===== config.mk =====
export PLATFORM = sky130hd
export DESIGN_NAME = control_unit
export DESIGN_NICKNAME = d
export VERILOG_FILES = /design/src/hw/cu_pkg.sv /design/src/hw/instr_decoder.sv /design/src/hw/control_register.sv /design/src/hw/sequencer.sv /design/src/hw/control_unit.sv
export VERILOG_INCLUDE_DIRS = /design/src /design/src/hw
export SDC_FILE = /design/constraint.sdc
export NUM_CORES = 1
export LEC_CHECK = 0
export ABC_CLOCK_PERIOD_IN_PS = 3720
export BUFFER_PORTS_ARGS = -buffer_cell sky130_fd_sc_hd__buf_4
export CORE_ASPECT_RATIO = 2
export CORE_UTILIZATION = 55
export CTS_CLUSTER_DIAMETER = 50
export CTS_CLUSTER_SIZE = 30
export DETAILED_ROUTE_END_ITERATION = 10
export GPL_ROUTABILITY_DRIVEN = 0
export PLACE_DENSITY = 0.82
export RECOVER_POWER = 25
export SYNTH_ARGS = -nofsm -noshare
export SYNTH_HDL_FRONTEND = slang
export SYNTH_SLANG_ARGS = --single-unit

===== constraint.sdc =====
create_clock -name clk -period 3.72 [get_ports clk]
set_clock_uncertainty 0.2 [all_clocks]
set_input_delay 1.116 -clock clk [delete_from_list [all_inputs] [get_ports clk]]
set_output_delay 1.116 -clock clk [all_outputs]
set_load 0.02 [all_outputs]

===== src/hw/cu_defs.svh =====
/* Widths and field positions of the fixed 16-bit instruction format
   {opcode, reg1, reg2, imm6}; changing them breaks the opcode table */
`ifndef CU_DEFS_SVH
`define CU_DEFS_SVH

// Instruction word
`define CU_INSTR_W 16

// Field widths
`define CU_OPC_W   4    // Opcode
`define CU_REG_W   3    // Register address, eight registers
`define CU_IMM6_W  6    // Raw immediate as encoded

// Field positions, counted from bit 0
`define CU_OPC_LSB  12
`define CU_REG1_LSB 9
`define CU_REG2_LSB 6

// Datapath side
`define CU_DATA_W  8    // Data bus and zero-extended immediate
`define CU_ALUOP_W 4    // ALU operation select

`endif


===== src/hw/cu_pkg.sv =====
/* Shared types of the control unit; widths come from cu_defs.svh.
   Opcode 1111 is NOT, or HALT when all other fields are zero */
`include "cu_defs.svh"

package cu_pkg;

    typedef logic [`CU_INSTR_W-1:0] instr_t;     // Full instruction word
    typedef logic [`CU_REG_W-1:0]   reg_addr_t;  // Register file address
    typedef logic [`CU_DATA_W-1:0]  imm_t;       // Zero-extended immediate

    // Base instruction set
    typedef enum logic [`CU_OPC_W-1:0] {
        OP_LOADI = 4'b0000,
        OP_ADD   = 4'b0001,
        OP_SUB   = 4'b0010,
        OP_AND   = 4'b0011,
        OP_OR    = 4'b0100,
        OP_XOR   = 4'b0101,
        OP_STORE = 4'b0110,
        OP_LOAD  = 4'b0111,
        OP_SHL   = 4'b1000,
        OP_SHR   = 4'b1001,
        OP_MOV   = 4'b1010,
        OP_CMP   = 4'b1011,
        OP_JUMP  = 4'b1100,
        OP_JZ    = 4'b1101,
        OP_JNZ   = 4'b1110,
        OP_NOT   = 4'b1111   // HALT when reg1, reg2 and imm are all zero
    } opcode_t;

    // ALU select as the datapath decodes it; 8 to 11 unused
    typedef enum logic [`CU_ALUOP_W-1:0] {
        ALU_ADD    = 4'd0,
        ALU_SUB    = 4'd1,
        ALU_AND    = 4'd2,
        ALU_OR     = 4'd3,
        ALU_XOR    = 4'd4,
        ALU_NOT    = 4'd5,
        ALU_SHL    = 4'd6,
        ALU_SHR    = 4'd7,
        ALU_PASS_A = 4'd12,  // Operand A through, reg1 side
        ALU_PASS_B = 4'd13   // Operand B through, immediate when selected
    } alu_op_t;

    // Sequencer states
    typedef enum logic [1:0] {
        ST_FETCH   = 2'b00,
        ST_DECODE  = 2'b01,
        ST_EXECUTE = 2'b10,
        ST_HALT    = 2'b11
    } cu_state_t;

endpackage


===== src/hw/instr_decoder.sv =====
/* Purely combinational; outputs follow the instruction input directly,
   so the instruction must stay stable while the sequencer uses them */
`timescale 1ns/100ps
`include "cu_defs.svh"

module instr_decoder (
    input  cu_pkg::instr_t    instruction,
    output cu_pkg::alu_op_t   alu_op,
    output cu_pkg::reg_addr_t reg1_addr,
    output cu_pkg::reg_addr_t reg2_addr,
    output cu_pkg::reg_addr_t reg_dest_addr,
    output cu_pkg::imm_t      immediate,
    output logic              use_immediate,
    output logic              mem_addr_sel,    // Immediate as memory address
    output logic              load_from_mem,   // Writeback from memory, not ALU
    output logic              writes_reg,
    output logic              writes_mem,
    output logic              is_jump,
    output logic              is_branch,       // JZ or JNZ
    output logic              branch_if_zero,  // Branch sense, 1 for JZ
    output logic              is_halt
);

    cu_pkg::opcode_t       opcode;
    cu_pkg::reg_addr_t     reg1;
    cu_pkg::reg_addr_t     reg2;
    logic [`CU_IMM6_W-1:0] imm6;
    cu_pkg::imm_t          imm_ext;
    logic                  fields_zero;

    // Field split
    assign opcode  = cu_pkg::opcode_t'(instruction[`CU_OPC_LSB +: `CU_OPC_W]);
    assign reg1    = instruction[`CU_REG1_LSB +: `CU_REG_W];
    assign reg2    = instruction[`CU_REG2_LSB +: `CU_REG_W];
    assign imm6    = instruction[`CU_IMM6_W-1:0];
    assign imm_ext = {{(`CU_DATA_W-`CU_IMM6_W){1'b0}}, imm6};  // Zero extend

    // Separates HALT from NOT under opcode 1111
    assign fields_zero = (reg1 == '0) && (reg2 == '0) && (imm6 == '0);

    always_comb begin
        // Defaults: plain register-register form, nothing written
        alu_op         = cu_pkg::ALU_ADD;
        reg1_addr      = reg1;
        reg2_addr      = reg2;
        reg_dest_addr  = '0;
        immediate      = imm_ext;
        use_immediate  = 1'b0;
        mem_addr_sel   = 1'b0;
        load_from_mem  = 1'b0;
        writes_reg     = 1'b0;
        writes_mem     = 1'b0;
        is_jump        = 1'b0;
        is_branch      = 1'b0;
        branch_if_zero = 1'b0;
        is_halt        = 1'b0;

        case (opcode)
            cu_pkg::OP_LOADI: begin
                alu_op        = cu_pkg::ALU_PASS_B;  // Immediate straight through
                reg1_addr     = '0;                  // Read R0, operand A unused
                reg_dest_addr = reg1;
                use_immediate = 1'b1;
                writes_reg    = 1'b1;
            end
            cu_pkg::OP_ADD, cu_pkg::OP_SUB, cu_pkg::OP_AND, cu_pkg::OP_OR,
            cu_pkg::OP_XOR, cu_pkg::OP_SHL, cu_pkg::OP_SHR: begin
                // Opcode to ALU select, one to one for these
                case (opcode)
                    cu_pkg::OP_SUB: alu_op = cu_pkg::ALU_SUB;
                    cu_pkg::OP_AND: alu_op = cu_pkg::ALU_AND;
                    cu_pkg::OP_OR:  alu_op = cu_pkg::ALU_OR;
                    cu_pkg::OP_XOR: alu_op = cu_pkg::ALU_XOR;
                    cu_pkg::OP_SHL: alu_op = cu_pkg::ALU_SHL;
                    cu_pkg::OP_SHR: alu_op = cu_pkg::ALU_SHR;
                    default:        alu_op = cu_pkg::ALU_ADD;
                endcase
                reg_dest_addr = reg2;
                writes_reg    = 1'b1;
            end
            cu_pkg::OP_STORE: begin
                alu_op       = cu_pkg::ALU_PASS_A;  // reg1 is the store data
                mem_addr_sel = 1'b1;
                writes_mem   = 1'b1;
            end
            cu_pkg::OP_LOAD: begin
                alu_op        = cu_pkg::ALU_PASS_A;
                reg1_addr     = '0;
                reg_dest_addr = reg1;
                mem_addr_sel  = 1'b1;
                load_from_mem = 1'b1;
                writes_reg    = 1'b1;
            end
            cu_pkg::OP_MOV: begin
                alu_op        = cu_pkg::ALU_PASS_A;  // reg1 source, reg2 dest
                reg_dest_addr = reg2;
                writes_reg    = 1'b1;
            end
            cu_pkg::OP_CMP: begin
                alu_op = cu_pkg::ALU_SUB;  // Flags only
            end
            cu_pkg::OP_JUMP: begin
                is_jump = 1'b1;  // Target taken from the immediate
            end
            cu_pkg::OP_JZ, cu_pkg::OP_JNZ: begin
                // reg1 - 0 so the ALU zero flag reflects reg1
                alu_op         = cu_pkg::ALU_SUB;
                immediate      = '0;
                use_immediate  = 1'b1;
                is_branch      = 1'b1;
                branch_if_zero = (opcode == cu_pkg::OP_JZ);
            end
            cu_pkg::OP_NOT: begin
                if (fields_zero) begin
                    is_halt = 1'b1;
                end else begin
                    alu_op        = cu_pkg::ALU_NOT;
                    reg_dest_addr = reg2;
                    writes_reg    = 1'b1;
                end
            end
            default: ;  // All sixteen codes handled above
        endcase
    end

endmodule


===== src/hw/control_register.sv =====
/* Fields load only on issue and are held until the next issue;
   write strobes are one cycle wide and need no acknowledge */
`timescale 1ns/100ps

module control_register (
    input  logic              clk,
    input  logic              rst,
    input  logic              issue,  // One cycle, from the sequencer in DECODE

    // Decoded fields, combinational
    input  cu_pkg::alu_op_t   dec_alu_op,
    input  cu_pkg::reg_addr_t dec_reg1_addr,
    input  cu_pkg::reg_addr_t dec_reg2_addr,
    input  cu_pkg::reg_addr_t dec_reg_dest_addr,
    input  cu_pkg::imm_t      dec_immediate,
    input  logic              dec_use_immediate,
    input  logic              dec_mem_addr_sel,
    input  logic              dec_load_from_mem,
    input  logic              dec_writes_reg,
    input  logic              dec_writes_mem,

    // Held fields to the datapath
    output cu_pkg::alu_op_t   alu_op,
    output cu_pkg::reg_addr_t reg1_addr,
    output cu_pkg::reg_addr_t reg2_addr,
    output cu_pkg::reg_addr_t reg_dest_addr,
    output cu_pkg::imm_t      immediate,
    output logic              use_immediate,
    output logic              mem_addr_sel,
    output logic              load_from_mem,
    output logic              reg_write_enable,
    output logic              mem_write_enable
);

    always_ff @(posedge clk or posedge rst) begin
        if (rst) begin
            alu_op        <= cu_pkg::ALU_ADD;
            reg1_addr     <= '0;
            reg2_addr     <= '0;
            reg_dest_addr <= '0;
            immediate     <= '0;
            use_immediate <= 1'b0;
            mem_addr_sel  <= 1'b0;
            load_from_mem <= 1'b0;
        end else if (issue) begin
            // Captured once, stable through EXECUTE for branches
            alu_op        <= dec_alu_op;
            reg1_addr     <= dec_reg1_addr;
            reg2_addr     <= dec_reg2_addr;
            reg_dest_addr <= dec_reg_dest_addr;
            immediate     <= dec_immediate;
            use_immediate <= dec_use_immediate;
            mem_addr_sel  <= dec_mem_addr_sel;
            load_from_mem <= dec_load_from_mem;
        end
    end

    // Strobes, high for the cycle after issue only
    always_ff @(posedge clk or posedge rst) begin
        if (rst) begin
            reg_write_enable <= 1'b0;
            mem_write_enable <= 1'b0;
        end else begin
            reg_write_enable <= issue & dec_writes_reg;
            mem_write_enable <= issue & dec_writes_mem;
        end
    end

    // Issue never repeats back to back, so neither strobe can stretch
    a_reg_we_single: assert property (@(posedge clk) disable iff (rst)
        reg_write_enable |=> !reg_write_enable)
        else $error("reg_write_enable held for two cycles");

    a_mem_we_single: assert property (@(posedge clk) disable iff (rst)
        mem_write_enable |=> !mem_write_enable)
        else $error("mem_write_enable held for two cycles");

endmodule


===== src/hw/sequencer.sv =====
/* Halt is sticky until rst; zero_flag is sampled only at the end of
   EXECUTE for JZ/JNZ and must be valid from the held ALU setup by then */
`timescale 1ns/100ps

module sequencer (
    input  logic clk,
    input  logic rst,
    input  logic zero_flag,       // From the ALU, not registered here
    input  logic is_jump,
    input  logic is_branch,
    input  logic branch_if_zero,
    input  logic is_halt,
    output logic issue,           // Load pulse for the control register
    output logic pc_enable,       // PC increment
    output logic pc_load,         // PC load from target
    output logic halt
);

    cu_pkg::cu_state_t state;
    logic              taken;

    // Branch taken when the flag matches the sense
    assign taken = (zero_flag == branch_if_zero);

    // HALT captures nothing
    assign issue = (state == cu_pkg::ST_DECODE) && !is_halt;

    always_ff @(posedge clk or posedge rst) begin
        if (rst) begin
            state     <= cu_pkg::ST_FETCH;
            pc_enable <= 1'b0;
            pc_load   <= 1'b0;
            halt      <= 1'b0;
        end else begin
            pc_enable <= 1'b0;  // Strobes default low
            pc_load   <= 1'b0;
            case (state)
                cu_pkg::ST_FETCH: begin
                    state <= cu_pkg::ST_DECODE;
                end
                cu_pkg::ST_DECODE: begin
                    if (is_halt) begin
                        halt  <= 1'b1;
                        state <= cu_pkg::ST_HALT;
                    end else if (is_branch) begin
                        state <= cu_pkg::ST_EXECUTE;  // Wait for zero_flag
                    end else begin
                        pc_load   <= is_jump;
                        pc_enable <= !is_jump;
                        state     <= cu_pkg::ST_FETCH;
                    end
                end
                cu_pkg::ST_EXECUTE: begin
                    // Exactly one PC strobe per branch
                    pc_load   <= taken;
                    pc_enable <= !taken;
                    state     <= cu_pkg::ST_FETCH;
                end
                cu_pkg::ST_HALT: begin
                    state <= cu_pkg::ST_HALT;  // Only rst leaves
                end
                default: begin
                    state <= cu_pkg::ST_FETCH;
                end
            endcase
        end
    end

    a_pc_exclusive: assert property (@(posedge clk) disable iff (rst)
        !(pc_enable && pc_load))
        else $error("pc_enable and pc_load high together");

    // Sticky halt, and the FSM parked with it
    a_halt_sticky: assert property (@(posedge clk) disable iff (rst)
        halt |=> halt && (state == cu_pkg::ST_HALT))
        else $error("halt dropped or FSM left ST_HALT");

endmodule


===== src/hw/control_unit.sv =====
/* Sequencing control unit top; the instruction must stay stable from
   FETCH until its completing strobe, and every strobe must be accepted */
`timescale 1ns/100ps

module control_unit (
    input  logic              clk,
    input  logic              rst,
    input  cu_pkg::instr_t    instruction,
    input  logic              zero_flag,
    output logic              pc_enable,
    output logic              pc_load,
    output logic              reg_write_enable,
    output logic              mem_write_enable,
    output cu_pkg::alu_op_t   alu_op,
    output cu_pkg::reg_addr_t reg1_addr,
    output cu_pkg::reg_addr_t reg2_addr,
    output cu_pkg::reg_addr_t reg_dest_addr,
    output cu_pkg::imm_t      immediate,
    output logic              use_immediate,
    output logic              mem_addr_sel,
    output logic              load_from_mem,
    output logic              halt
);

    // Decoder to control register
    cu_pkg::alu_op_t   dec_alu_op;
    cu_pkg::reg_addr_t dec_reg1_addr;
    cu_pkg::reg_addr_t dec_reg2_addr;
    cu_pkg::reg_addr_t dec_reg_dest_addr;
    cu_pkg::imm_t      dec_immediate;
    logic              dec_use_immediate;
    logic              dec_mem_addr_sel;
    logic              dec_load_from_mem;
    logic              dec_writes_reg;
    logic              dec_writes_mem;

    // Decoder to sequencer, and the issue pulse back
    logic              is_jump;
    logic              is_branch;
    logic              branch_if_zero;
    logic              is_halt;
    logic              issue;

    instr_decoder u_decoder (
        .instruction    (instruction),
        .alu_op         (dec_alu_op),
        .reg1_addr      (dec_reg1_addr),
        .reg2_addr      (dec_reg2_addr),
        .reg_dest_addr  (dec_reg_dest_addr),
        .immediate      (dec_immediate),
        .use_immediate  (dec_use_immediate),
        .mem_addr_sel   (dec_mem_addr_sel),
        .load_from_mem  (dec_load_from_mem),
        .writes_reg     (dec_writes_reg),
        .writes_mem     (dec_writes_mem),
        .is_jump        (is_jump),
        .is_branch      (is_branch),
        .branch_if_zero (branch_if_zero),
        .is_halt        (is_halt)
    );

    control_register u_ctrl_reg (
        .clk               (clk),
        .rst               (rst),
        .issue             (issue),
        .dec_alu_op        (dec_alu_op),
        .dec_reg1_addr     (dec_reg1_addr),
        .dec_reg2_addr     (dec_reg2_addr),
        .dec_reg_dest_addr (dec_reg_dest_addr),
        .dec_immediate     (dec_immediate),
        .dec_use_immediate (dec_use_immediate),
        .dec_mem_addr_sel  (dec_mem_addr_sel),
        .dec_load_from_mem (dec_load_from_mem),
        .dec_writes_reg    (dec_writes_reg),
        .dec_writes_mem    (dec_writes_mem),
        .alu_op            (alu_op),
        .reg1_addr         (reg1_addr),
        .reg2_addr         (reg2_addr),
        .reg_dest_addr     (reg_dest_addr),
        .immediate         (immediate),
        .use_immediate     (use_immediate),
        .mem_addr_sel      (mem_addr_sel),
        .load_from_mem     (load_from_mem),
        .reg_write_enable  (reg_write_enable),
        .mem_write_enable  (mem_write_enable)
    );

    sequencer u_sequencer (
        .clk            (clk),
        .rst            (rst),
        .zero_flag      (zero_flag),
        .is_jump        (is_jump),
        .is_branch      (is_branch),
        .branch_if_zero (branch_if_zero),
        .is_halt        (is_halt),
        .issue          (issue),
        .pc_enable      (pc_enable),
        .pc_load        (pc_load),
        .halt           (halt)
    );

endmodule


Word level (Yosys, flattened, before mapping)
Cells that the tools add are included.
{"block": "totals", "input_bits": 19, "reg_bits": 31}
{"block": "classes", "n_reduce_logical": 21, "n_mux": 27, "eq_ne": 19, "n_bitwise": 2}
{"op": "equality test 4 bit (second input constant)", "count": 8}
{"op": "one-hot mux 4 bit (5 select lines)", "count": 1}
{"op": "one-hot mux 3 bit (6 select lines)", "count": 1}
{"op": "equality test 4 x 3 -> 1 bit (second input constant)", "count": 4}
{"op": "2-to-1 mux 1 bit", "count": 14}
{"op": "OR reduction 10 bit", "count": 1}
{"op": "2-to-1 mux 3 bit", "count": 3}
{"op": "one-hot mux 3 bit (3 select lines)", "count": 1}
{"op": "OR reduction 3 bit", "count": 3}
{"op": "equality test 4 x 2 -> 1 bit (second input constant)", "count": 2}
{"op": "one-hot mux 2 bit (4 select lines)", "count": 1}
{"op": "OR reduction 8 bit", "count": 1}
{"op": "OR reduction 7 bit", "count": 1}
{"op": "zero test 3 bit", "count": 2}
{"op": "zero test 6 bit", "count": 1}
{"op": "2-to-1 mux 6 bit", "count": 1}
{"op": "one-hot mux 1 bit (2 select lines)", "count": 3}
{"op": "OR reduction 2 bit", "count": 3}
{"op": "equality test 2 bit (second input constant)", "count": 2}
{"op": "equality test 4 x 1 -> 1 bit (second input constant)", "count": 1}
{"op": "zero test 4 bit", "count": 1}
{"op": "2-to-1 mux 2 bit", "count": 2}
{"op": "logical AND 1 bit", "count": 3}
{"op": "zero test 1 bit", "count": 3}
{"op": "other kinds (5)", "count": 6}

Longest topological paths before layout
Gate-level depths: netlist of the first run.
{"block": "depth", "depth_word": 8, "ltp_mapped": 7, "depth_no_buf": 6}

By module
Synthesis of the first run repeated with hierarchy kept, for this count alone.
{"block": "hier_totals", "cells_unflattened": 167, "hier_area_um2": 1885.6}
{"module": "control_register", "cells_each": 56, "instances": 1, "area_per_inst_um2": 1051.0}
{"module": "instr_decoder", "cells_each": 86, "instances": 1, "area_per_inst_um2": 546.8}
{"module": "sequencer", "cells_each": 25, "instances": 1, "area_per_inst_um2": 287.8}

Worst setup path after synthesis of the first run
Ideal clock, no wire load.
{"block": "synth_timing", "kind": "input-to-reg", "startpoint": "input port instruction[3]", "endpoint": "register u_ctrl_reg.reg2_addr[0]", "setup_slack_ps": 1336, "path_stages": 3, "arrival_time_ps": 2059, "path_cell_list": "nor4_2 > a41o_2 > mux2_2"}
{"block": "synth_via", "elab_chain_len": 6}
{"element": "start: declaration", "line_no": "control_unit.sv:8", "source": "input cu_pkg::instr_t instruction,"}
{"element": "zero test 6 bit", "line_no": "instr_decoder.sv:39", "source": "assign fields_zero = (reg1 == '0) && (reg2 == '0) && (imm6 == '0);"}
{"element": "logical AND 1 bit", "line_no": "instr_decoder.sv:39"}
{"element": "2-to-1 mux 1 bit", "line_no": "instr_decoder.sv:114", "source": "if (fields_zero) begin"}
{"element": "2-to-1 mux 1 bit", "line_no": "instr_decoder.sv:58", "source": "case (opcode)"}
{"element": "zero test 1 bit", "line_no": "sequencer.sv:26", "source": "assign issue = (state == cu_pkg::ST_DECODE) && !is_halt;"}
{"element": "logical AND 1 bit", "line_no": "sequencer.sv:26"}
{"element": "end signal: assignment", "line_no": "control_register.sv:49", "source": "reg2_addr <= dec_reg2_addr;"}
{"element": "end: declaration", "line_no": "control_register.sv:25", "source": "output cu_pkg::reg_addr_t reg2_addr,"}
No other way between the ends.
A chain may end at the register's enable or synchronous reset.

Final worst setup path of the first run
{"block": "layout_timing", "startpoint": "input port instruction[13]", "endpoint": "register u_ctrl_reg.reg2_addr[2]"}
{"block": "layout_via", "elab_chain_len": 4}
{"element": "equality test 4 bit", "line_no": "instr_decoder.sv:58"}
{"element": "2-to-1 mux 1 bit", "line_no": "instr_decoder.sv:58"}
{"element": "zero test 1 bit", "line_no": "sequencer.sv:26"}
{"element": "logical AND 1 bit", "line_no": "sequencer.sv:26"}
No other way between the ends.

==> summary.txt, run 1 <==
GRT
  – Overall Global Routing Usage: 0.2733
  – Met3 usage: 0.06983
  – Largest net degree at the start of global routing: 34
  – Met2 GRT Util: 0.4540
  – GRT busiest layer: met2
  – Global-route wire length before repair: around 6000 um
  – Overflow after GRT: 0
  – Antenna violations before repair: 0
  – GRT met1 Usage: 0.2896
  – Vias in the first global route: about 1300

Setup path
  – Crit path DAT: a little over 3000 ps
  – Cell Chain, Critical Path: clkbuf_1 > and4_1 > a41o_2 > mux2_2
  – Reg2Reg Capture Point: u_ctrl_reg.reg2_addr[2]
  – Critical Path Slowest Stage Cell: clkbuf_1
  – Crit end category: flip-flop
  – FF-to-FF Start: u_sequencer.state[1]
  – Worst setup SP type: primary input
  – Internal reg-to-reg setup slack: 1630 ps
  – Max FO, Critical Path: 33
  – CP required: 3680 ps
  – Critical path's largest stage delay: between 600 and 700 ps
  – CP Class: in -> reg
  – Worst Reg2Reg Path Length in Cells: 5
  – Crit path from: instruction[13]

Synthesis
  – Most frequent cell after synthesis: dfrtp_1
  – Main synth FF type: dfrtp_1
  – FF+latch count, synth: 29
  – Gate Count Post-Synth: around 160
  – EDFF count, synth: 0
  – Cell Area, Synth: 0.001642 sq mm
  – Async S/R FF share, synth: 1.000
  – Area contributors post-synth: dfrtp_1 44%, nand2_1 4.1%, a21oi_1 3.4%
  – Mapped Avg Cell Area: 10.01 sq um
  – Top-area cell type share of the netlist area: 0.4421
  – Register area share after synthesis: 0.4421
  – Synth area leader: dfrtp_1
  – Synth top cells by count: 29 x dfrtp_1, 18 x nand2_1, 11 x a21oi_1
  – YS warnings: 0
  – Post-synth cell types: 45

CTS
  – Clk slew on worst S/H paths: 60 ps
  – Post-CTS resize count: 0
  – Setup Buffers After CTS: 0
  – H-tree level count: 2
  – Clock Latency Late Sink: 270 ps
  – CTS Buf Count: 5
  – Hold buffer count at cts: 0
  – Root buf cell: clkbuf_8
  – CTS tree: yes
  – Clock buffer depth: 2
  – Clock tree sinks: 29

Power and ir drop
  – Net Sw Frac: 0.4083
  – Power, Total: 0.001427 W
  – Logic gate share of total power: 0.447
  – P_int: about 0.00084 W
  – Sequential share of power: 0.358
  – Sw power: 0.0005827 W
  – Power Dens Cells: roughly 730 mW/mm^2
  – Clk pwr share: 0.195
  – Leak pwr: ~0.87 nW
  – Peak supply drop: approximately 450 uV

STA
  – Max-slew violations: 0
  – RSZ-0062 raised after global routing: no
  – Highest clock rate: between 0.3 and 0.4 GHz
  – Final-report hold violation count: 0
  – TNS Setup: 0 ps
  – Slew margin rel.: 0.2950
  – Least-Margin Pin Slew: ~1100 ps
  – Final setup fails: 0
  – Fin crit share: 0.8405
  – Minimum clock period after layout: between 3000 and 4000 ps

Die
  – Initial Utilization: 0.5855
  – Die ar.: 0.003220 sq mm
  – Top Ports: 48
  – Die W: between 40 and 50 um
  – Core Box Area: around 0.0028 sq mm
  – Num rows: 27
  – Die height: about 79 um

Detailed routing
  – Antenna Nets Post-Route: 0
  – Vias per Instance: 6.047
  – Starting DRT DRC Count: 53
  – WL/cell: 16.07 um
  – Remaining DRCs: 0
  – DR vias: between 1000 and 1500
  – Number of iterations in the first detailed-routing pass: 4
  – Routed Wire Length: around 3800 um

Layout
  – Diode count: 0
  – Post-Layout Cell Count: between 200 and 250
  – Share of layout cells above drive strength 1: 0.2282
  – Nets: approximately 230
  – P&R area growth vs syn: 19.28%

Placed design
  – Detail Placement HPWL: between 2000 and 3000 um
  – Placed instance count: between 200 and 250
  – Number of buffers added on ports: 45

Hold path
  – Hold Path Sink: u_sequencer.halt
  – Worst hold stages: 1
  – Worst Hold Class: reg -> reg
  – Hold Crit Start: u_sequencer.halt

Job
  – Max-cap viol count: 0

Outcome
  – Status: completed
-- critical path: cells and delay by family --
kind | cells | cell delay, ps
buffers and inverters | 1 | 610
muxes | 1 | 400
AOI/OAI and AO/OA | 1 | 560
and+or+nand+nor | 1 | 380
-- logic make-up after synthesis --
family                     synth area share
AOI/OAI and AO/OA                    0.2340
xor gates and xnor gates            0.01601
other                              0.002284
muxes                               0.02058
buffers and inverters               0.07622
and+or+nand+nor                      0.1784
DFF                                  0.4421
adders and majority gates           0.03049
-- flip-flops by register name, indices dropped and copies added (netlist names), 2 cells and up --
name,count
u_ctrl_reg.reg1_addr,3
u_sequencer.state,2
u_ctrl_reg.alu_op,4
u_ctrl_reg.reg_dest_addr,3
u_ctrl_reg.immediate,6
u_ctrl_reg.reg2_addr,3
-- cell type report --
| cell class | instances | area (sq um) |
|---|---|---|
| fill | 243 | 845.8 |
| multi-input combinational | 114 | 794.5 |
| sequential | 29 | 725.7 |
| timing repair buffer | 45 | 262.8 |
| clock buffer | 7 | 96.34 |
| inverter | 10 | 37.54 |
| tap | 29 | 36.28 |
| clock inverter | 1 | 5.005 |
-- through the flow --
step / util / setup slack (ps) / hold slack (ps) / instance area (sq um)
after detailed placement: 0.6890 / 742.6 / 278.3 / 1932
final: 0.6983 / 593.5 / 283.8 / 1958
after CTS: 0.7251 / 1017 / 293.1 / 2033
after global placement: 0.6890 / 806.0 / 261.9 / 1932
after floorplan: - / 1336 / 376.0 / 1645
after global routing: 0.6983 / 483.6 / 305.6 / 1958
-- power by group through the flow --
stage          registers (W)  clock network, W  logic [W]
6_report            0.000511          0.000278   0.000639
5_1_grt             0.000531          0.000299   0.000696
4_1_cts             0.000515          0.000286   0.000713
3_5_place_dp        0.000521                 0   0.000707
3_3_place_gp        0.000513                 0   0.000685
2_1_floorplan       0.000666                 0   0.000306
-- how the worst max path moves through the flow --
stage / slack [ps] / cells after the start / end
4_1_cts: 1020 / 4 / u_ctrl_reg.reg2_addr[2]
6_report: 590 / 4 / u_ctrl_reg.reg2_addr[2]
5_1_grt: 480 / 4 / u_ctrl_reg.reg2_addr[2]
3_3_place_gp: 810 / 4 / u_ctrl_reg.reg2_addr[1]
3_5_place_dp: 740 / 4 / u_ctrl_reg.reg2_addr[2]
2_1_floorplan: 1340 / 3 / u_ctrl_reg.reg2_addr[0]
-- placed cells by master (no fill, tap or decap), types with 3 or more instances in the layout --
master,instances
a211oi_1,3
a21boi_0,3
a21oi_1,11
a22o_1,6
buf_4,25
clkbuf_1,20
clkbuf_8,7
dfrtp_1,29
ha_1,4
inv_1,10
mux2_2,3
nand2_1,18
nand2b_1,3
nor2_1,3
nor4_1,3
o21ai_0,8
o21ai_1,7
xnor2_1,3
-- per-layer routing --
| metal | vias up | share of wire |
|---|---|---|
| met3 | 12 | 0.048 |
| met2 | 62 | 0.56 |
| met5 | - | 0 |
| met1 | 681 | 0.35 |
| li1 | 666 | - |
| met4 | 0 | 0.039 |
No activity file was read; power rests on OpenSTA's default activity.
==> run 2, diff against run 1 <==
--- a/config.mk
+++ b/config.mk
@@ -6,15 +6,15 @@
 export SDC_FILE = /design/constraint.sdc
 export NUM_CORES = 1
 export LEC_CHECK = 0
-export ABC_CLOCK_PERIOD_IN_PS = 3720
+export ABC_CLOCK_PERIOD_IN_PS = 2860
 export BUFFER_PORTS_ARGS = -buffer_cell sky130_fd_sc_hd__buf_4
 export CORE_ASPECT_RATIO = 2
-export CORE_UTILIZATION = 55
+export CORE_UTILIZATION = 46
 export CTS_CLUSTER_DIAMETER = 50
 export CTS_CLUSTER_SIZE = 30
 export DETAILED_ROUTE_END_ITERATION = 10
 export GPL_ROUTABILITY_DRIVEN = 0
-export PLACE_DENSITY = 0.82
+export PLACE_DENSITY = 0.73
 export RECOVER_POWER = 25
 export SYNTH_ARGS = -nofsm -noshare
 export SYNTH_HDL_FRONTEND = slang
==> constraint.sdc (replaced) <==
create_clock -name clk -period 2.86 [get_ports clk]
set_clock_uncertainty 0.2 [all_clocks]
set_input_delay 0.858 -clock clk [delete_from_list [all_inputs] [get_ports clk]]
set_output_delay 0.858 -clock clk [all_outputs]
set_load 0.02 [all_outputs]
==> summary.txt, run 2 (same netlist as run 1, synthesis figures left out) <==
Outcome
  – Status: finished, violations left
  – Failing checks: design-rule violations, max-capacitance violations, max-slew violations

STA
  – Max-slew violations: 29 (+29)
  – Slew margin rel.: -0.004233 (-0.2993)
  – Highest clock rate: roughly 0.44 GHz
  – Minimum clock period after layout: around 2300 ps
  – Final setup fails: 0 (unchanged)
  – Fin crit share: 0.8036
  – RSZ-0062 raised after global routing: no
  – Least-Margin Pin Slew: 1506 ps (+450.0 ps)
  – Final-report hold violation count: 0 (unchanged)
  – TNS Setup: 0 ps (unchanged)

Layout
  – Biggest regs: u_ctrl_reg.immediate (6), u_ctrl_reg.alu_op (4)
  – Commonest non-fill, non-tap cells in the layout: 46 x buf_4, 29 x dfrtp_1, 18 x nand2_1, 11 x a21oi_1, 10 x inv_1
  – Design Area, Final: 0.002076 sq mm (+6.0%)
  – Diode count: 0 (unchanged)
  – Reg area: 725.7 sq um (unchanged)
  – Max reg flops: 6 (unchanged)
  – Largest Register: u_ctrl_reg.immediate
  – Share of layout cells above drive strength 1: 0.3301 (+0.1020)
  – Area of the multi-input gates: 794.5 sq um (unchanged)
  – P&R area growth vs syn: 26.45%
  – FILL cells: 297 (+22%)
  – Commonest non-fill, non-tap cell in the layout: buf_4
  – Nets: 231 (+1.3%)

CTS
  – Clk slew on worst S/H paths: 60 ps (about the same)
  – CTS tree: yes
  – Root buf cell: clkbuf_8
  – Setup Buffers After CTS: 0 (unchanged)
  – Clock tree sinks: 29 (unchanged)
  – Hold buffer count at cts: 0 (unchanged)
  – Clock buffer depth: 2 (unchanged)
  – CTS Buf Count: 5 (unchanged)
  – Post-CTS resize count: 0 (unchanged)
  – Clock Latency Late Sink: 280 ps (about the same)
  – H-tree level count: 2 (unchanged)

Setup path
  – Crit path from: instruction[3]
  – Crit end category: flip-flop
  – CP required: 2830 ps (-850 ps)
  – Worst setup SP type: primary input
  – FF-to-FF Start: u_sequencer.state[1]
  – Internal reg-to-reg setup slack: 920 ps (-710 ps)
  – Crit path DAT: 2260 ps (-830 ps)
  – Max FO, Critical Path: 20 (-39%)
  – CP Class: in -> reg

Power and ir drop
  – P_int: 0.001206 W (+43%)
  – Leak pwr: 0.9569 nW (+10%)
  – Logic gate share of total power: 0.473 (+0.026)
  – Sw power: 0.0007749 W (+33%)
  – Clk pwr share: 0.185 (-0.010)
  – Peak supply drop: 494.2 uV (+10%)
  – Net Sw Frac: 0.3912 (-0.01706)
  – Power Dens Cells: 954.3 mW/mm^2 (+31%)
  – Sequential share of power: 0.342 (-0.016)

Detailed routing
  – DR vias: 1380 (-2.9%)
  – Antenna Nets Post-Route: 0 (unchanged)
  – Vias per Instance: 5.370 (-11%)
  – Remaining DRCs: 2 (+2)
  – WL/cell: 14.24 um (-11%)
  – Routed Wire Length: 3659 um (-3.1%)
  – Number of iterations in the first detailed-routing pass: 7 (+3)
  – Starting DRT DRC Count: 64 (+21%)

GRT
  – Overall Global Routing Usage: 0.2191 (-0.05420)
  – Overflow after GRT: 0 (unchanged)
  – Global-route wire length before repair: 6196 um (+2.5%)
  – Antenna violations before repair: 0 (unchanged)
  – Vias in the first global route: 1374 (+2.0%)
  – Largest net degree at the start of global routing: 30 (-12%)

Die
  – Die W: 44.24 um (+8.9%)
  – Die height: 86.48 um (+9.1%)
  – Initial Utilization: 0.4806 (-0.1049)
  – Top Ports: 48 (unchanged)
  – Num rows: 30 (+11%)
  – Die ar.: 0.003826 sq mm (+19%)
  – Core Box Area: 0.003416 sq mm (+22%)

Placed design
  – Detail Placement HPWL: 2865 um (+2.0%)
  – Number of buffers added on ports: 45 (unchanged)
  – DP Area: 0.001978 sq mm (+2.4%)

Hold path
  – Worst Hold Class: reg -> reg
  – Hold Crit Start: u_sequencer.halt

Job
  – Max-cap viol count: 1 (+1)
## run 2: changes by cell type in the layout (fill, tap and decap cells not counted), sizes merged
cell | before | now
buf | 25 | 46
clkbuf | 27 | 9
## run 2: per-stage QoR
stage                 util  cells  total power [W]  hold slack [ps]  setup WS, ps
floorplan                -    165         0.001263            376.0         733.9
global placement    0.5791    249         0.001591            263.5         331.0
detailed placement  0.5791    249         0.001636            263.3         256.6
CTS                 0.6088    257         0.002009            278.6         564.2
global route        0.6077    257         0.002114            296.1         318.9
finish              0.6077    257         0.001981            275.3         561.7
## run 2: area by class of cell
class                      instances  area share
clock buffer                       7     0.04641
clock inverter                     1    0.002411
sequential                        29      0.3496
multi-input combinational        114      0.3828
tap                               48     0.02893
timing repair buffer              48      0.1718
inverter                          10     0.01808
## run 2: worst paths after layout
check	depth (start not counted)	to
worst max-delay path	4	u_ctrl_reg.reg2_addr[1]
worst min-delay path	1	u_sequencer.halt
worst max register to register	5	u_ctrl_reg.reg2_addr[1]
worst min register to register	1	u_sequencer.halt
max in group asynchronous	3	u_ctrl_reg.use_immediate
min in group asynchronous	3	u_ctrl_reg.alu_op[0]
## run 2: power groups by stage
stage	Combinational, W	Clock (W)	Sequential (W)
2_1_floorplan	0.000397	0	0.000866
3_3_place_gp	0.000921	0	0.000670
3_5_place_dp	0.000948	0	0.000687
4_1_cts	0.000950	0.000379	0.000680
5_1_grt	0.00102	0.000399	0.000695
6_report	0.000937	0.000366	0.000678
## run 2: worst max-delay path, cell delays in order
cell,delay (ps)
buf_4,120
nor4_2,390
a41o_2,510
mux2_2,390
## run 2: routing by layer
| layer | share of wire | wire length [um] | GRT usage | vias up |
|---|---|---|---|---|
| li1 | - | - | - | 680 |
| met1 | 0.36 | 1328 | 0.2432 | 650 |
| met2 | 0.57 | 2083 | 0.3743 | 41 |
| met3 | 0.040 | 148 | 0.04792 | 9 |
| met4 | 0.027 | 99 | 0.1157 | 0 |
| met5 | 0 | 0 | 0 | - |
==> run 3, diff against run 2 <==
--- a/config.mk
+++ b/config.mk
@@ -6,7 +6,8 @@
 export SDC_FILE = /design/constraint.sdc
 export NUM_CORES = 1
 export LEC_CHECK = 0
-export ABC_CLOCK_PERIOD_IN_PS = 2860
+export ABC_AREA = 1
+export ABC_CLOCK_PERIOD_IN_PS = 1900
 export BUFFER_PORTS_ARGS = -buffer_cell sky130_fd_sc_hd__buf_4
 export CORE_ASPECT_RATIO = 2
 export CORE_UTILIZATION = 46
==> constraint.sdc (replaced) <==
create_clock -name clk -period 1.9 [get_ports clk]
set_clock_uncertainty 0.2 [all_clocks]
set_input_delay 0.57 -clock clk [delete_from_list [all_inputs] [get_ports clk]]
set_output_delay 0.57 -clock clk [all_outputs]
set_load 0.02 [all_outputs]
==> summary.txt, run 3 <==
Outcome
  – Status: completed

Power and ir drop
  – Leak pwr: 1.212 nW (+27%)
  – Peak supply drop: 435.8 uV (-12%)
  – Power Dens Cells: 608.6 mW/mm^2 (-36%)

STA
  – Final setup fails: 0 (unchanged)
  – Least-Margin Pin Slew: 722.5 ps (-783.9 ps)
  – Slew margin rel.: 0.5183 (+0.5226)
  – Max-slew violations: 0 (-100%)
  – Fin crit share: 0.8657
  – RSZ-0062 raised after global routing: no
  – Minimum clock period after layout: roughly 1600 ps
  – Final-report hold violation count: 0 (unchanged)
  – Highest clock rate: 0.6080 GHz

Layout
  – Commonest non-fill, non-tap cell in the layout: nand2_1
  – Max reg flops: 6 (unchanged)
  – Share of layout cells above drive strength 1: 0.3922 (+0.06201)
  – Util after Layout: 0.6352 (+0.02747)
  – Commonest non-fill, non-tap cells in the layout: 59 x nand2_1, 51 x buf_4, 29 x dfrtp_1, 22 x nand2_2, 18 x nand3_1
  – Biggest regs: u_ctrl_reg.immediate (6), u_ctrl_reg.alu_op (4)
  – FILL cells: 321 (+8.1%)
  – P&R area growth vs syn: 31.26%
  – Diode count: 0 (unchanged)
  – Nets: 277 (+20%)
  – Design Area, Final: 0.002170 sq mm (+4.5%)
  – Largest Register: u_ctrl_reg.immediate

CTS
  – Clk slew on worst S/H paths: 60 ps (about the same)
  – Clock buffer depth: 2 (unchanged)
  – H-tree level count: 2 (unchanged)
  – Root buf cell: clkbuf_8
  – Clock Latency Late Sink: 280 ps (about the same)
  – CTS Buf Count: 5 (unchanged)
  – Clock tree sinks: 29 (unchanged)
  – Setup Buffers After CTS: 0 (unchanged)
  – CTS tree: yes
  – Post-CTS resize count: 0 (unchanged)
  – Hold buffer count at cts: 0 (unchanged)

Synthesis
  – Main synth FF type: dfrtp_1
  – Top-area cell type share of the netlist area: 0.4391 (-0.003012)
  – Mapped Avg Cell Area: 8.348 sq um (-17%)
  – YS warnings: 0 (unchanged)
  – Most frequent cell after synthesis: nand2_1
  – FF+latch count, synth: 29 (unchanged)
  – Cell Area, Synth: 0.001653 sq mm (+0.69%)
  – Area contributors post-synth: dfrtp_1 44%, nand2_1 13%, nand2_2 8.3%
  – Synth area leader: dfrtp_1
  – Gate Count Post-Synth: 198 (+21%)
  – Register area share after synthesis: 0.4391 (-0.003012)
  – Async S/R FF share, synth: 1.000 (unchanged)
  – EDFF count, synth: 0 (unchanged)
  – Synth top cells by count: 59 x nand2_1, 29 x dfrtp_1, 22 x nand2_2
  – Post-synth cell types: 28 (-38%)

Placed design
  – Detail Placement HPWL: 2861 um (-0.14%)
  – DP Area: 0.002071 sq mm (+4.7%)
  – Number of buffers added on ports: 45 (unchanged)

Detailed routing
  – Antenna Nets Post-Route: 0 (unchanged)
  – Number of iterations in the first detailed-routing pass: 4 (-3)
  – WL/cell: 12.21 um (-14%)
  – Vias per Instance: 4.746 (-12%)
  – Routed Wire Length: 3701 um (+1.1%)
  – DR vias: 1438 (+4.2%)
  – Remaining DRCs: 0 (-2)
  – Starting DRT DRC Count: 27 (-58%)

GRT
  – GRT met1 Usage: 0.1971 (-0.04616)
  – Met3 usage: 0.04375 (-0.004167)
  – Overall Global Routing Usage: 0.2094 (-0.009655)
  – Antenna violations before repair: 0 (unchanged)
  – Overflow after GRT: 0 (unchanged)
  – Vias in the first global route: 1394 (+1.5%)
  – Met2 GRT Util: 0.3650 (-0.009358)
  – GRT busiest layer: met2
  – Global-route wire length before repair: 5789 um (-6.6%)
  – Largest net degree at the start of global routing: 30 (unchanged)

Setup path
  – Most frequent CP cell: nand2_1
  – Crit end category: flip-flop
  – Cell Chain, Critical Path: buf_4 > nor2_1 > nand2_1 > nor2_2 > nand3_4 > nand2_8 > inv_2 > nand2_1 > nand2_1
  – Max FO, Critical Path: 9 (-55%)
  – Reg2Reg Capture Point: u_ctrl_reg.immediate[1]
  – Internal reg-to-reg setup slack: 360 ps (-560 ps)
  – Worst setup SP type: primary input
  – Critical Path Slowest Stage Cell: nor2_2
  – CP Class: in -> reg
  – Critical path's largest stage delay: 200 ps (-310 ps)
  – Number of buffers and inverters on the critical path: 2 (+1)
  – CP Depth: 9 (+5)
  – Crit path from: instruction[1]
  – Worst Setup EP: u_ctrl_reg.reg_dest_addr[0]
  – FF-to-FF Start: u_sequencer.state[1]
  – Worst Reg2Reg Path Length in Cells: 6 (+1)
  – Crit path DAT: 1620 ps (-640 ps)
  – CP delay by family, top: simple AND/OR/NAND/NOR gates
  – CP required: 1870 ps (-960 ps)

Die
  – Die ar.: 0.003851 sq mm (+0.66%)
  – Initial Utilization: 0.4839 (+0.003297)
  – Die height: 86.77 um (+0.34%)
  – Num rows: 30 (unchanged)
  – Die W: 44.39 um (+0.33%)
  – Core Box Area: 0.003416 sq mm (unchanged)
  – Top Ports: 48 (unchanged)

Hold path
  – Worst Hold Class: reg -> reg

Job
  – Max-cap viol count: 0 (-1)
-- run 3: stage by stage --
step / hold WS [ps] / TNS [ps] / total power, W / cells / setup WS, ps
after global placement: 252.9 / 0 / 0.0007655 / 295 / 9.150
after CTS: 169.8 / 0 / 0.001338 / 303 / 263.1
after global routing: 293.5 / 0 / 0.001371 / 303 / 178.7
after floorplan: 375.1 / 0 / 0.0007057 / 199 / 188.3
final: 272.3 / 0 / 0.001320 / 303 / 255.2
after detailed placement: 260.1 / -308.3 / 0.0007656 / 295 / -29.19
-- run 3: cell families after synthesis --
| group | share of synthesized area |
|---|---|
| simple gates | 0.3649 |
| xor+xnor | 0.005300 |
| other cells | 0.002269 |
| fa+ha+maj | 0.03028 |
| compound gates | 0.07343 |
| flops | 0.4391 |
| buf+inv | 0.08478 |
-- run 3: how the worst min path moves through the flow --
stage,startpoint,endpoint,depth (start not counted)
3_5_place_dp,u_sequencer.halt,u_sequencer.halt,2
5_1_grt,u_sequencer.halt,u_sequencer.halt,2
2_1_floorplan,u_sequencer.halt,u_sequencer.halt,2
3_3_place_gp,u_sequencer.halt,u_sequencer.halt,2
4_1_cts,rst,u_ctrl_reg.immediate[5],3
6_report,u_sequencer.halt,u_sequencer.halt,2
-- run 3: layout make-up --
class | instances | area (sq um) | share of cell area
multi-input combinational | 148 | 790.8 | 0.3645
sequential | 29 | 725.7 | 0.3345
timing repair buffer | 55 | 435.4 | 0.2007
clock buffer | 7 | 96.34 | 0.04441
tap | 48 | 60.06 | 0.02768
inverter | 15 | 56.30 | 0.02595
clock inverter | 1 | 5.005 | 0.002307
-- run 3: routing by layer --
layer	share of wire	up-vias	wire length [um]
met5	0	-	0
met4	0.056	0	206
met3	0.032	16	118
met2	0.54	35	2001
met1	0.37	658	1374
li1	-	729	-
-- run 3: tightest hold or removal path: cells and delay by family (launching register included) --
family	cells	cell delay, ps
AND/OR/NAND/NOR	1	50
flip-flops	1	350
buffers and inverters	1	40
-- run 3: where the power goes --
group,total [W],switching [W],leakage [nW],internal [W]
Sequential,0.000617,0,0.390,0.000617
Clock,0.000568,0.000241,0.0542,0.000327
Combinational,0.000135,0.0000833,0.768,0.0000516
Total,0.00132,0.000324,1.21,0.000996
